==> src/logic/adc_cfg_params.svh <==
// ---------------------------------------------------------------------
// ADC three-wire config constants: frame widths, serial clock divide,
// power-up settle time and the boot table words
// ---------------------------------------------------------------------
`ifndef ADC_CFG_PARAMS_SVH
`define ADC_CFG_PARAMS_SVH

// frame layout, address goes out first
`define ADC_CFG_ADDR_W   8
`define ADC_CFG_DATA_W   16
`define ADC_CFG_FRAME_W  24

// sclk period is 2**DIV_BITS clk cycles
`define ADC_CFG_DIV_BITS 2   // scaled down for sim, hw uses 7

// wait after reset before the first frame, mode line is slow to settle
`define ADC_CFG_SETTLE_CYCLES 64

// boot table addresses
`define ADC_CFG_BOOT_ADDR0 8'h81   // main mode register
`define ADC_CFG_BOOT_ADDR1 8'h82

// first boot word data, picked by BOOT_MODE
`define ADC_CFG_BOOT_DATA_DMUX1 16'h0344   // 2 channel, dmux 1:1
`define ADC_CFG_BOOT_DATA_DMUX2 16'h0304   // 2 channel, dmux 1:2
`define ADC_CFG_BOOT_DATA_RAMP  16'h1344   // ramp test pattern

// second boot word data
`define ADC_CFG_BOOT_DATA1 16'h0000

`endif
==> src/logic/adc_cfg_pkg.sv <==
// ---------------------------------------------------------------------
// ADC config types: serial frame, host request and ADC pin bundle
// ---------------------------------------------------------------------
`include "adc_cfg_params.svh"

package adc_cfg_pkg;

  // register word as seen by the sequencer
  typedef struct packed {
    logic [`ADC_CFG_ADDR_W-1:0] addr;   // shifted first
    logic [`ADC_CFG_DATA_W-1:0] data;
  } cfg_fields_t;

  // one serial frame, written by fields, shifted as raw bits
  typedef union packed {
    logic [`ADC_CFG_FRAME_W-1:0] raw;   // msb leaves first
    cfg_fields_t                 fld;
  } cfg_frame_u;

  // host side write request
  typedef struct packed {
    logic [`ADC_CFG_ADDR_W-1:0] addr;
    logic [`ADC_CFG_DATA_W-1:0] data;
  } cfg_req_t;

  // three-wire port plus the spi reset strobe
  typedef struct packed {
    logic sclk;        // divided serial clock, idles low
    logic sdata;       // changes on falling sclk
    logic sen_n;       // mode pin, low while bits shift
    logic spi_rst_n;   // low pulse ahead of each frame
  } adc_pins_t;

endpackage

==> src/logic/adc_cfg_ctrl.sv <==
// ---------------------------------------------------------------------
// ADC config controller top: boot sequencer feeding the serializer
// ---------------------------------------------------------------------
`timescale 1ns/10ps

module adc_cfg_ctrl #(
  parameter int BOOT_MODE = 0   // selects first boot data word
) (
  input  logic                   clk,
  input  logic                   rst,
  input  adc_cfg_pkg::cfg_req_t  host_req_i,
  input  logic                   host_valid_i,
  output logic                   host_ready_o,
  output adc_cfg_pkg::adc_pins_t adc_o,
  output logic                   dcm_reset_o,
  output logic                   ddrb_o,
  output logic                   boot_done_o,
  output logic                   busy_o
);

  import adc_cfg_pkg::*;

  cfg_frame_u frame;         // sequencer to serializer
  logic       frame_valid;
  logic       frame_ready;   // serializer idle

  adc_cfg_sequencer #(
    .BOOT_MODE(BOOT_MODE)
  ) u_seq (
    .clk          (clk),
    .rst          (rst),
    .frame_ready_i(frame_ready),
    .frame_o      (frame),
    .frame_valid_o(frame_valid),
    .host_req_i   (host_req_i),
    .host_valid_i (host_valid_i),
    .host_ready_o (host_ready_o),
    .dcm_reset_o  (dcm_reset_o),
    .ddrb_o       (ddrb_o),
    .boot_done_o  (boot_done_o)
  );

  adc_spi_shifter u_shift (
    .clk          (clk),
    .rst          (rst),
    .frame_i      (frame),
    .frame_valid_i(frame_valid),
    .frame_ready_o(frame_ready),
    .adc_o        (adc_o)
  );

  assign busy_o = !frame_ready;   // frame in flight

endmodule

==> src/logic/adc_cfg_sequencer.sv <==
// ---------------------------------------------------------------------
// ADC config sequencer: power-up settle, boot table playback, clock
// manager release, then host words forwarded to the serializer
// ---------------------------------------------------------------------
`timescale 1ns/10ps
`include "adc_cfg_params.svh"

module adc_cfg_sequencer #(
  parameter int BOOT_MODE = 0   // 0 dmux 1:1, 1 dmux 1:2, 2 ramp test
) (
  input  logic                    clk,
  input  logic                    rst,
  input  logic                    frame_ready_i,   // serializer idle
  output adc_cfg_pkg::cfg_frame_u frame_o,
  output logic                    frame_valid_o,
  input  adc_cfg_pkg::cfg_req_t   host_req_i,
  input  logic                    host_valid_i,
  output logic                    host_ready_o,
  output logic                    dcm_reset_o,
  output logic                    ddrb_o,
  output logic                    boot_done_o
);

  import adc_cfg_pkg::*;

  localparam int SETTLE_W = $clog2(`ADC_CFG_SETTLE_CYCLES);
  localparam logic [SETTLE_W-1:0] SETTLE_LAST = SETTLE_W'(`ADC_CFG_SETTLE_CYCLES - 1);

  // first boot word depends on the converter mode this build targets
  localparam logic [`ADC_CFG_DATA_W-1:0] BOOT_DATA0 =
    (BOOT_MODE == 2) ? `ADC_CFG_BOOT_DATA_RAMP  :
    (BOOT_MODE == 1) ? `ADC_CFG_BOOT_DATA_DMUX2 :
                       `ADC_CFG_BOOT_DATA_DMUX1;

  localparam logic [2:0] ST_SETTLE = 3'd0;   // let the mode line settle
  localparam logic [2:0] ST_LOAD0  = 3'd1;   // offer boot word 0
  localparam logic [2:0] ST_WAIT0  = 3'd2;   // its frame in flight
  localparam logic [2:0] ST_LOAD1  = 3'd3;
  localparam logic [2:0] ST_WAIT1  = 3'd4;
  localparam logic [2:0] ST_RESYNC = 3'd5;   // one cycle ddrb pulse
  localparam logic [2:0] ST_RUN    = 3'd6;   // host owns the serializer

  logic [2:0]          state;
  logic [SETTLE_W-1:0] settle_cnt;
  logic                run;
  cfg_frame_u          boot_frame;

  always_ff @(posedge clk) begin
    if (rst) begin
      state      <= ST_SETTLE;
      settle_cnt <= '0;
    end else begin
      case (state)
        ST_SETTLE: begin
          if (settle_cnt == SETTLE_LAST) begin
            state <= ST_LOAD0;
          end else begin
            settle_cnt <= settle_cnt + 1'b1;
          end
        end
        ST_LOAD0: begin
          if (frame_ready_i) state <= ST_WAIT0;   // valid is high here, so taken
        end
        ST_WAIT0: begin
          // ready drops right after acceptance and returns after the tail
          if (frame_ready_i) state <= ST_LOAD1;
        end
        ST_LOAD1: begin
          if (frame_ready_i) state <= ST_WAIT1;
        end
        ST_WAIT1: begin
          if (frame_ready_i) state <= ST_RESYNC;
        end
        ST_RESYNC: begin
          state <= ST_RUN;
        end
        ST_RUN: begin
          state <= ST_RUN;   // stays until reset
        end
        default: begin
          state <= ST_SETTLE;
        end
      endcase
    end
  end

  assign run = (state == ST_RUN);

  // boot table, two words
  always_comb begin
    if (state == ST_LOAD1) begin
      boot_frame.fld.addr = `ADC_CFG_BOOT_ADDR1;
      boot_frame.fld.data = `ADC_CFG_BOOT_DATA1;
    end else begin
      boot_frame.fld.addr = `ADC_CFG_BOOT_ADDR0;
      boot_frame.fld.data = BOOT_DATA0;
    end
  end

  // host word goes straight through in run, no extra stage
  always_comb begin
    if (run) begin
      frame_o.fld.addr = host_req_i.addr;
      frame_o.fld.data = host_req_i.data;
    end else begin
      frame_o = boot_frame;
    end
  end

  assign frame_valid_o = (state == ST_LOAD0) || (state == ST_LOAD1) || (run && host_valid_i);
  assign host_ready_o  = run && frame_ready_i;   // busy serializer is the only stall

  assign ddrb_o      = (state == ST_RESYNC);
  assign dcm_reset_o = !run;   // clock manager held until boot is done
  assign boot_done_o = run;

endmodule

==> src/logic/adc_spi_shifter.sv <==
// ---------------------------------------------------------------------
// ADC serializer: divided serial clock and frame FSM that shifts one
// 24-bit word out on the three-wire port, msb first
// ---------------------------------------------------------------------
`timescale 1ns/10ps
`include "adc_cfg_params.svh"

module adc_spi_shifter (
  input  logic                    clk,
  input  logic                    rst,
  input  adc_cfg_pkg::cfg_frame_u frame_i,
  input  logic                    frame_valid_i,
  output logic                    frame_ready_o,   // high only in idle
  output adc_cfg_pkg::adc_pins_t  adc_o
);

  localparam int FRAME_W = `ADC_CFG_FRAME_W;
  localparam int DIV_W   = `ADC_CFG_DIV_BITS;
  localparam int CNT_W   = $clog2(FRAME_W);

  // frame states, all but idle advance on tick
  localparam logic [2:0] ST_IDLE   = 3'd0;   // nothing queued
  localparam logic [2:0] ST_WAIT   = 3'd1;   // spi reset low, align to tick
  localparam logic [2:0] ST_STRB0  = 3'd2;   // one sclk with enable high
  localparam logic [2:0] ST_DATA   = 3'd3;   // 24 sclk periods of data
  localparam logic [2:0] ST_COMMIT = 3'd4;   // enable back high, latch in adc
  localparam logic [2:0] ST_STRB1  = 3'd5;
  localparam logic [2:0] ST_SWAIT  = 3'd6;   // last guard period

  logic [DIV_W-1:0]   div_cnt;   // free running, msb is sclk
  logic               tick;      // falling sclk edge
  logic [FRAME_W-1:0] shift_q;
  logic [CNT_W-1:0]   bit_cnt;   // bits sent in this frame
  logic [2:0]         state;
  logic               accept;

  // divider runs all the time so sclk phase is fixed to clk
  always_ff @(posedge clk) begin
    if (rst) begin
      div_cnt <= '0;
    end else begin
      div_cnt <= div_cnt + 1'b1;   // wraps from all ones
    end
  end

  assign tick   = &div_cnt;
  assign accept = frame_valid_i && frame_ready_o;

  // frame FSM
  // acceptance wins over a tick landing on the same cycle, so the
  // wait state may last up to one extra sclk period
  always_ff @(posedge clk) begin
    if (rst) begin
      state   <= ST_IDLE;
      bit_cnt <= '0;
      shift_q <= '0;   // sdata parks low
    end else if (accept) begin
      shift_q <= frame_i.raw;
      bit_cnt <= '0;
      state   <= ST_WAIT;
    end else if (tick) begin
      case (state)
        ST_IDLE: begin
          state <= ST_IDLE;   // hold until a frame arrives
        end
        ST_WAIT: begin
          state <= ST_STRB0;
        end
        ST_STRB0: begin
          state <= ST_DATA;   // msb already on sdata
        end
        ST_DATA: begin
          shift_q <= {shift_q[FRAME_W-2:0], 1'b0};   // next bit at falling edge
          bit_cnt <= bit_cnt + 1'b1;
          if (bit_cnt == CNT_W'(FRAME_W - 1)) begin
            state <= ST_COMMIT;   // last bit was sampled on this period
          end
        end
        ST_COMMIT: begin
          state <= ST_STRB1;
        end
        ST_STRB1: begin
          state <= ST_SWAIT;
        end
        ST_SWAIT: begin
          state <= ST_IDLE;
        end
        default: begin
          state <= ST_IDLE;
        end
      endcase
    end
  end

  assign frame_ready_o = (state == ST_IDLE);

  // pins decode straight from the FSM
  always_comb begin
    if (state == ST_IDLE || state == ST_WAIT) begin
      adc_o.sclk = 1'b0;   // clock only runs inside a frame
    end else begin
      adc_o.sclk = div_cnt[DIV_W-1];   // rises mid period, falls on tick
    end
    adc_o.sdata     = shift_q[FRAME_W-1];
    adc_o.sen_n     = (state != ST_DATA);   // enable only around the data bits
    adc_o.spi_rst_n = (state != ST_WAIT);   // reset strobe once per frame
  end

endmodule

==> config.mk <==
export PLATFORM = sky130hd
export DESIGN_NAME = adc_cfg_ctrl
export DESIGN_NICKNAME = d
export VERILOG_FILES = /design/src/logic/adc_cfg_pkg.sv /design/src/logic/adc_cfg_ctrl.sv /design/src/logic/adc_cfg_sequencer.sv /design/src/logic/adc_spi_shifter.sv
export VERILOG_INCLUDE_DIRS = /design/src /design/src/logic
export SDC_FILE = /design/constraint.sdc
export NUM_CORES = 1
export LEC_CHECK = 0
export BUFFER_PORTS_ARGS = -buffer_cell sky130_fd_sc_hd__buf_2
export CORE_ASPECT_RATIO = 0.9
export CORE_MARGIN = 1.5
export CORE_UTILIZATION = 25
export DETAILED_ROUTE_END_ITERATION = 12
export HOLD_SLACK_MARGIN = 0.08
export PLACE_DENSITY_LB_ADDON = 0.05
export REMOVE_ABC_BUFFERS = 1
export SYNTH_ARGS = -nofsm -noshare
export SYNTH_HDL_FRONTEND = slang
export SYNTH_HIERARCHICAL = 1
export SYNTH_SLANG_ARGS = --single-unit
==> constraint.sdc <==
create_clock -name clk -period 5.5 [get_ports clk]
set_input_delay 0.55 -clock clk [delete_from_list [all_inputs] [get_ports clk]]
set_output_delay 0.55 -clock clk [all_outputs]
set_load 0.005 [all_outputs]
==> Yosys cells after proc, flatten, opt, wreduce, memory -nomap -nowiden <==
Cells that the tools add are included.
{ "op_classes": {"addsub": 3, "eq_ne": 22, "mux": 16, "bitwise": 1, "n_reduce_logical": 21} }
{ "op_table": {"columns": ["cell", "n"], "rows": [
  ["2-to-1 mux 24 bit", 4],
  ["2-to-1 mux 18 bit", 1],
  ["2-to-1 mux 3 bit", 6],
  ["case mux 3 bit (6 select lines)", 1],
  ["equality test 3 bit, second input constant", 5],
  ["case mux 3 bit (5 select lines)", 1],
  ["equality test 3 x 2 -> 1 bit, second input constant", 4],
  ["inequality test 2 bit, second input constant", 4],
  ["AND reduction 2 bit", 4],
  ["adder 6 x 1 -> 6 bit, second input constant", 1],
  ["equality test 3 x 1 -> 1 bit, second input constant", 2],
  ["equality test 6 bit, second input constant", 1],
  ["logical NOT 3 bit", 2],
  ["inequality test 3 x 1 -> 1 bit, second input constant", 2],
  ["AND reduction 3 bit", 2],
  ["adder 5 x 1 -> 5 bit, second input constant", 1],
  ["equality test 5 bit, second input constant", 1],
  ["AND reduction 5 bit", 1],
  ["inequality test 2 x 1 -> 1 bit, second input constant", 2],
  ["nonzero test 2 bit", 2],
  ["OR reduction 2 bit", 2],
  ["logical AND 1 bit", 3],
  ["logical OR 1 bit", 3],
  ["2-to-1 mux 1 bit", 3],
  ["4 further kinds", 5]
]} }
{ "word_totals": {"regBits": 43, "output_inout_bits": 9, "word_cells": 70} }

==> Logic depth before layout (Yosys ltp) <==
Gate-level depths: netlist of run 1.
{ "depth": {"word_depth": 6, "mapped_depth": 9, "ltp_nobuf": 6} }

==> By module <==
Netlist of run 1, hierarchy kept.
{ "by_module_without_submodules": {"columns": ["mod", "n_inst", "cells_per_inst", "area_per_inst_um2", "seq_area_each_um2"], "rows": [
  ["adc_spi_shifter", 1, 162, 1505.2, 680.7],
  ["adc_cfg_sequencer", 1, 98, 725.7, 180.2],
  ["adc_cfg_ctrl", 1, 1, 3.8, 0.0]
]} }

==> Worst setup path before layout of run 1 <==
OpenSTA, ideal clock, no wires.
{ "synth_timing": {"kind": "register to register", "from": "register u_seq.state[2]", "to": "register u_shift.shift_q[1]", "setup_time_ns": 0.132, "arrival_ns": 1.844, "setup_slack_ns": 3.523, "path_stages_with_launch": 10, "path_buffers": 3, "synth_period_minus_slack_ns": 1.977, "path_cell_list": "dfxtp_1 buf_2 nor2b_1 clkbuf_1 a31o_2 nor4b_4 nor2_2 buf_2 nand2_1 a21oi_1"} }
{ "synth_between": {"elab_chain_len": 6, "word_cells_on_any_way": 12, "classes_between": "eq/ne: 3; mux: 2; reduce/logical: 7"} }
{ "synth_rtl": {"columns": ["element", "line", "source"], "rows": [
  ["start: declaration", "adc_cfg_sequencer.sv:43", "logic [2:0] state;"],
  ["start signal: assignment", "adc_cfg_sequencer.sv:50", "state <= ST_SETTLE;"],
  ["start signal: assignment", "adc_cfg_sequencer.sv:56", "state <= ST_LOAD0;"],
  ["start signal: assignment", "adc_cfg_sequencer.sv:62", "if (frame_ready_i) state <= ST_WAIT0;"],
  ["equality test 3 x 1 -> 1 bit (tied with other cells)", "adc_cfg_sequencer.sv:110", "assign frame_valid_o = (state == ST_LOAD0) || (state == ST_LOAD1) || (run && host_valid_i);"],
  ["logical OR 1 bit or logical AND 1 bit (tied branches)", "adc_cfg_sequencer.sv:110", null],
  ["logical OR 1 bit *", "adc_cfg_sequencer.sv:110", null],
  ["net frame_valid", "adc_cfg_ctrl.sv:24", "logic frame_valid;"],
  ["logical AND 1 bit *", "adc_spi_shifter.sv:47", "assign accept = frame_valid_i && frame_ready_o;"],
  ["nonzero test 2 bit (no source line)", null, null],
  ["AND reduction 2 bit (no source line)", null, null],
  ["end signal: assignment", "adc_spi_shifter.sv:58", "shift_q <= frame_i.raw;"],
  ["end signal: assignment", "adc_spi_shifter.sv:73", "shift_q <= {shift_q[FRAME_W-2:0], 1'b0};"],
  ["end: declaration", "adc_spi_shifter.sv:32", "logic [FRAME_W-1:0] shift_q;"]
]} }
The timed path passes the listed nets; every way through them passes the cells marked *.
A chain may end at the register's enable or synchronous reset.

==> Worst setup path in the final report of run 1 <==
{ "layout_timing": {"from": "register u_seq.state[2]", "to": "register u_shift.shift_q[5]"} }
The elaborated chain is that of the path after synthesis.

==> qor.txt, run 1 <==
Final wirelength - 5680 um
Final TNS setup - 0 ns
Switch Pwr - 0.130 mW
Hold Startpoint - u_shift/shift_q[23]
Worst skew pair latency - 0.30 ns
Cell-internal power - 0.415 mW
Synthesis-to-layout area growth - 13.9%
Reg2Reg Setup Slack - 2.92 ns
Placed wire-length estimate - 3480 um
Synth Area in XOR/XNOR - 0.0196
Initial DRC count - 102
Critical Path RT - 5.72 ns
Top FF cell, synth - dfxtp_1
Post-synth top area share - 0.385
Placer congestion estimate - 0.703
Area occupied by multi-input gates - 1230 um2
Fraction of layout cells with a size suffix above 1 - 0.235
Reg area - 861 um2
Compound-cell area share of the yosys netlist - 0.232
Core Util, Final - 0.296
Total congestion overflow - 0
Setup Skew - 0.00863 ns
Sequential power share - 0.585
Critical path peak fanout - 27
Die ar. - 9520 um2
Reg2reg start - u_seq/state[2]
Number of gates resized after CTS - 0
Max clock buf depth - 2
Placed Area - 2460 um2
Hold Fails Final Rpt - 0
GRT Overall Usage - 0.128
Synth Warn # - 6
Power Dens Cells - 214 nW/um2
Critical path capture point type - flip-flop
Remaining DRCs - 0
Wirelength per Cell - 14.1 um
Initial core utilization - 0.260
Net Sw Frac - 0.239
Via Count - 1917
Clock transition at path regs - 0.08 ns
Hold path cells - 2
Cell taking the most area after synthesis - dfxtp_1
Synthesized instance count - 261
Core Region - 8610 um2
Sequential area share after synthesis - 0.385
Pin count of the biggest net entering global routing - 42
Number of buffers created by CTS - 5
FFs w/ async S/R, synth - 0
Placed cells - 396
End of the worst register-to-register path - u_shift/shift_q[5]
Initial antenna violation count - 0
Worst EP arrival - 2.80 ns
Synth top area cells - dfxtp_1 39%, a21oi_1 6.7%, a22oi_2 5.6%
Setup violators final - 0
CP max stage cell - nor2_2
Die H - 92.7 um
Setup CP Type - reg -> reg
Final slew viol count - 0
Seq cells post-synth - 43
Cell Rows - 32
Setup crit start kind - flip-flop
Sink Count - 43
Measured slew at the worst slew-check pin - 0.995 ns
First-pass GRT wire length - 9440 um
Synth Area in Adders - 0.0168
Max transition margin - 0.336
# IOs - 36
Most frequent cells in the layout - 43 x dfxtp_1, 35 x buf_2, 30 x nand2_1, 30 x a21oi_1, 18 x and3_1
Max incr delay on CP - 0.80 ns
Syn Area/Cell - 8.56 um2
Antenna fix cells - 0
Finished Layout Cells - 404
Routed Antenna Nets - 0
Clock power share - 0.373
Post-synthesis simple-gate area fraction - 0.256
Mapped cell area - 2230 um2
Buf+Inv Stages, Crit Path - 1
Delay-heaviest family, CP - simple AND/OR/NAND/NOR gates
Post-synth EDFFs - 0
Root Driver - clkbuf_8
Setup bufs post-CTS - 0
Largest family of logic cells by synthesized area - simple AND/OR/NAND/NOR gates
Mux share of post-synthesis cell area - 0.0241
Reg2Reg Depth - 7
Combinational Power Share - 0.042
Fmax - 388 MHz
Worst min path class - reg -> reg
Die W - 103 um
Most common cell after layout, fill and taps aside - dfxtp_1
LEAKAGE - 0.928 nW
Peak supply drop - 0.0830 mV
Maxcap violations - 0
RSZ-0062 raised after global routing - no
Filler Cells Inserted - 950
Post-synth cell types - 46
Outcome - completed
Avg Vias per Cell - 4.75
Nets - 314
Vias in the first global route - 1892
Final Instance Area - 2550 um2
Fin crit period - 2.58 ns
DRT Pass-1 Iters - 4
Tcrit/Tclk final - 0.469
I/O Buffers - 35
H-tree levels - 2
Hold_buf cts - 0
CTS tree - yes
Crit-path cells - nor2b_1, a31o_2, nor4b_4, buf_4, nor2_2, nand2_1, a21oi_1
Hold Path End - u_shift/shift_q[23]
how the worst max path moves through the flow:
stage                         startpoint                 end  slack [ns]  cells past startpoint
after floorplan           u_seq/state[2]  u_shift/shift_q[1]        2.62                      6
after global placement    u_seq/state[2]  u_shift/shift_q[1]        2.98                      7
after detailed placement  u_seq/state[2]  u_shift/shift_q[5]        2.92                      7
after CTS                 u_seq/state[2]  u_shift/shift_q[5]        2.89                      7
after global routing      u_seq/state[2]  u_shift/shift_q[5]        2.65                      7
final                     u_seq/state[2]  u_shift/shift_q[5]        2.92                      7
per-stage QoR:
| stage | hold WS, ns | setup WS, ns | power (mW) |
|---|---|---|---|
| after floorplan | 0.431 | 2.62 | 0.333 |
| after global placement | 0.443 | 2.98 | 0.350 |
| after detailed placement | 0.449 | 2.92 | 0.350 |
| after CTS | 0.463 | 2.89 | 0.560 |
| after global routing | 0.480 | 2.65 | 0.575 |
| final | 0.457 | 2.92 | 0.545 |
layout make-up:
cell class / instances / share of cell area
multi-input combinational: 190 / 0.482
sequential: 43 / 0.338
timing repair buffer: 39 / 0.0806
tap: 119 / 0.0585
clock buffer: 6 / 0.0285
inverter: 5 / 0.00737
clock inverter: 2 / 0.00491
cells by family (layout without fill, tap and decap cells):
group / after synthesis / count (layout)
adder cells (fa/ha/maj): 3 / 3
AO/OA/AOI/OAI: 74 / 74
multiplexers: 5 / 5
buffers and inverters: 28 / 52
XOR/XNOR: 5 / 5
flip-flops: 43 / 43
AND/OR/NAND/NOR: 103 / 103
routing by layer:
metal	part of all wire	up-vias	global-route usage
met5	0	-	0
met4	0.011	0	0.0411
met3	0.032	7	0.0317
met2	0.46	24	0.198
met1	0.50	906	0.174
li1	-	980	-
cells in the mapped netlist, types with 4 or more instances:
master / instances
dfxtp_1: 43
a21oi_1: 30
nand2_1: 30
and3_1: 18
nor2_1: 17
a22oi_1: 14
a22oi_2: 10
clkbuf_1: 10
nand2b_1: 7
nor2b_1: 7
o21ai_0: 7
buf_2: 6
nor3_1: 6
inv_1: 5
xor2_1: 4
power groups by stage:
| stage | combinational, mW | sequential [mW] | clock [mW] |
|---|---|---|---|
| 2_1_floorplan | 0.00805 | 0.325 | 0 |
| 3_3_place_gp | 0.0234 | 0.326 | 0 |
| 3_5_place_dp | 0.0234 | 0.326 | 0 |
| 4_1_cts | 0.0236 | 0.319 | 0.218 |
| 5_1_grt | 0.0268 | 0.320 | 0.229 |
| 6_report | 0.0228 | 0.319 | 0.203 |
worst register-to-register path, delay by kind of cell, from the launching register on:
family | cells | cell delay, ns
AND/OR/NAND/NOR | 4 | 1.27
flip-flops | 1 | 0.54
AO/OA/AOI/OAI | 2 | 0.44
buffers and inverters | 1 | 0.26
flip-flops by register name, indices dropped and copies added, names as in the netlist:
signal,count
u_shift/shift_q,24
u_shift/state,3
u_shift/div_cnt,2
u_seq/settle_cnt,6
u_seq/state,3
u_shift/bit_cnt,5
Power figures use the tool's default switching activity.
==> inputs of run 2 (changes only) <==
Clock period 5.5 ns to 2.2 ns, I/O delays scaled along.
==> run 2 against run 1 <==
  * Non-clock buffer count up 6
  * Via count rose by 0.68%
  * Sequential power is 150% higher
  * Flip-flop and latch count stayed put
  * First-iteration DRC count is 67% lower
  * Sequential share of layout area down 0.81 points
  * Die area unchanged
  * Clock skew increased by 0.0042 ns
  * Highest routed layer unchanged
==> qor.txt, run 2 (same netlist as run 1, synthesis figures left out) <==
Setup bufs post-CTS - 0 (unchanged)
Measured slew at the worst slew-check pin - 0.620 ns (was 0.995 ns)
Cell Rows - 32 (unchanged)
Root Driver - clkbuf_8 (unchanged)
Worst skew pair latency - 0.30 ns (about the same)
Setup Skew - 0.0129 ns (was 0.00863 ns)
First-pass GRT wire length - 9420 um (was 9440 um)
Reg2reg start - u_seq/state[2] (unchanged)
Routed wl met2 - 2530 um (was 2610 um)
Setup CP Type - reg -> out (was reg -> reg)
Die H - 92.7 um (unchanged)
Hold path cells - 4 (was 2)
Initial DRC count - 34 (was 102)
I/O Buffers - 35 (unchanged)
Most common cell after layout, fill and taps aside - dfxtp_1 (unchanged)
LEAKAGE - 0.969 nW (was 0.928 nW)
Peak supply drop - 0.321 mV (was 0.0830 mV)
Setup crit start kind - flip-flop (unchanged)
Antenna fix cells - 0 (unchanged)
Outcome - completed (unchanged)
Final slew viol count - 0 (unchanged)
Max FFs per register - 24 (unchanged)
Met1 WL - 2850 um (was 2830 um)
Final TNS setup - 0 ns (unchanged)
Pin count of the biggest net entering global routing - 33 (was 42)
Critical Path RT - 1.98 ns (was 5.72 ns)
Largest Register - u_shift/shift_q (unchanged)
Highest routed metal layer - met4 (unchanged)
DRT Pass-1 Iters - 5 (was 4)
Hold_buf cts - 0 (unchanged)
Hold Startpoint - host_req_i[23] (was u_shift/shift_q[23])
Die W - 103 um (unchanged)
Most frequent cells in the layout - 43 x dfxtp_1, 35 x buf_2, 30 x nand2_1, 30 x a21oi_1, 18 x and3_1 (unchanged)
Die ar. - 9520 um2 (unchanged)
Max clock buf depth - 2 (unchanged)
DR WL met3 - 250 um (was 181 um)
Critical path peak fanout - 12 (was 27)
Hold Fails Final Rpt - 0 (unchanged)
Pwr Total - 1.46 mW (was 0.545 mW)
Critical path capture point type - primary output (was flip-flop)
Fmax - 527 MHz
Worst min path class - in -> reg (was reg -> reg)
GRT Overall Usage - 0.129 (was 0.128)
Fraction of layout cells with a size suffix above 1 - 0.248 (was 0.235)
RSZ-0062 raised after global routing - no (unchanged)
Core Region - 8610 um2 (unchanged)
Sink Count - 43 (unchanged)
Wirelength per Cell - 14.0 um (was 14.1 um)
Filler Cells Inserted - 945 (was 950)
Avg Vias per Cell - 4.72 (was 4.75)
# IOs - 36 (unchanged)
Finished Layout Cells - 409 (was 404)
Fin crit period - 1.90 ns
Maxcap violations - 0 (unchanged)
Reg2Reg Setup Slack - 0.34 ns (was 2.92 ns)
Nets - 320 (was 314)
CTS tree - yes (unchanged)
Total congestion overflow - 0 (unchanged)
Remaining DRCs - 0 (unchanged)
End of the worst register-to-register path - u_shift/shift_q[8] (was u_shift/shift_q[5])
Final wirelength - 5720 um (was 5680 um)
Via Count - 1930 (was 1917)
Power Dens Cells - 561 nW/um2 (was 214 nW/um2)
Worst EP arrival - 1.68 ns (was 2.80 ns)
Max transition margin - 0.584 (was 0.336)
Area occupied by multi-input gates - 1230 um2 (unchanged)
Placed wire-length estimate - 3690 um (was 3480 um)
Reg area - 861 um2 (unchanged)
Initial core utilization - 0.260 (unchanged)
Vias in the first global route - 1865 (was 1892)
Synthesis-to-layout area growth - 16.7% (was 13.9%)
H-tree levels - 2 (unchanged)
Number of gates resized after CTS - 0 (unchanged)
Routed Antenna Nets - 0 (unchanged)
Setup violators final - 0 (unchanged)
Tcrit/Tclk final - 0.863
Placed cells - 402 (was 396)
Largest regs - u_shift/shift_q (24), u_seq/settle_cnt (6), u_shift/bit_cnt (5) (unchanged)
Number of buffers created by CTS - 5 (unchanged)
Clock transition at path regs - 0.09 ns (was 0.08 ns)
Reg2Reg Depth - 6 (was 7)
Initial antenna violation count - 0 (unchanged)
Placer congestion estimate - 0.729 (was 0.703)
Hold Path End - u_shift/shift_q[23] (unchanged)
## run 2: report_power, final
group / switching [mW] / internal, mW / total (mW)
Sequential: 0.0110 / 0.786 / 0.797
Combinational: 0.0300 / 0.0300 / 0.0600
Clock: 0.274 / 0.333 / 0.607
Total: 0.315 / 1.15 / 1.46
## run 2: worst max-delay path by stage
stage / slack (ns) / to / start / depth (start not counted)
floorplan: -0.68 / u_shift/shift_q[1] / u_seq/state[2] / 6
global placement: 0.37 / u_shift/shift_q[5] / u_seq/state[2] / 6
detailed placement: 0.33 / u_shift/shift_q[5] / u_seq/state[2] / 6
CTS: 0.27 / host_ready_o / u_shift/state[1] / 3
global route: 0.08 / u_shift/shift_q[5] / u_seq/state[0] / 6
finish: 0.30 / host_ready_o / u_shift/state[1] / 3
## run 2: layout make-up
class / count / share of cell area
flip-flops and latches: 43 / 0.330
repair buffers: 45 / 0.0959
multi-input cells: 190 / 0.471
clock buffers: 6 / 0.0278
clock inverters: 1 / 0.0115
well taps: 119 / 0.0571
inverters: 5 / 0.00719
## run 2: critical path, cell delays in order, from the launching register on
cell and delay [ns]:
dfxtp_1 0.44, nor3_1 0.58, and3_1 0.25, buf_2 0.11
## run 2: per-layer routing
layer | track usage | vias to the layer above
li1 | - | 986
met1 | 0.178 | 892
met2 | 0.196 | 44
met3 | 0.0279 | 8
met4 | 0.0445 | 0
met5 | 0 | -
## run 2: per-stage QoR
stage	utilization	cell area (um2)	hold slack, ns	worst slack (ns)
2_1_floorplan	-	2110	0.287	-0.681
3_3_place_gp	0.291	2510	0.447	0.370
3_5_place_dp	0.291	2510	0.450	0.332
4_1_cts	0.303	2610	0.312	0.266
5_1_grt	0.303	2610	0.326	0.0834
6_report	0.303	2610	0.325	0.301
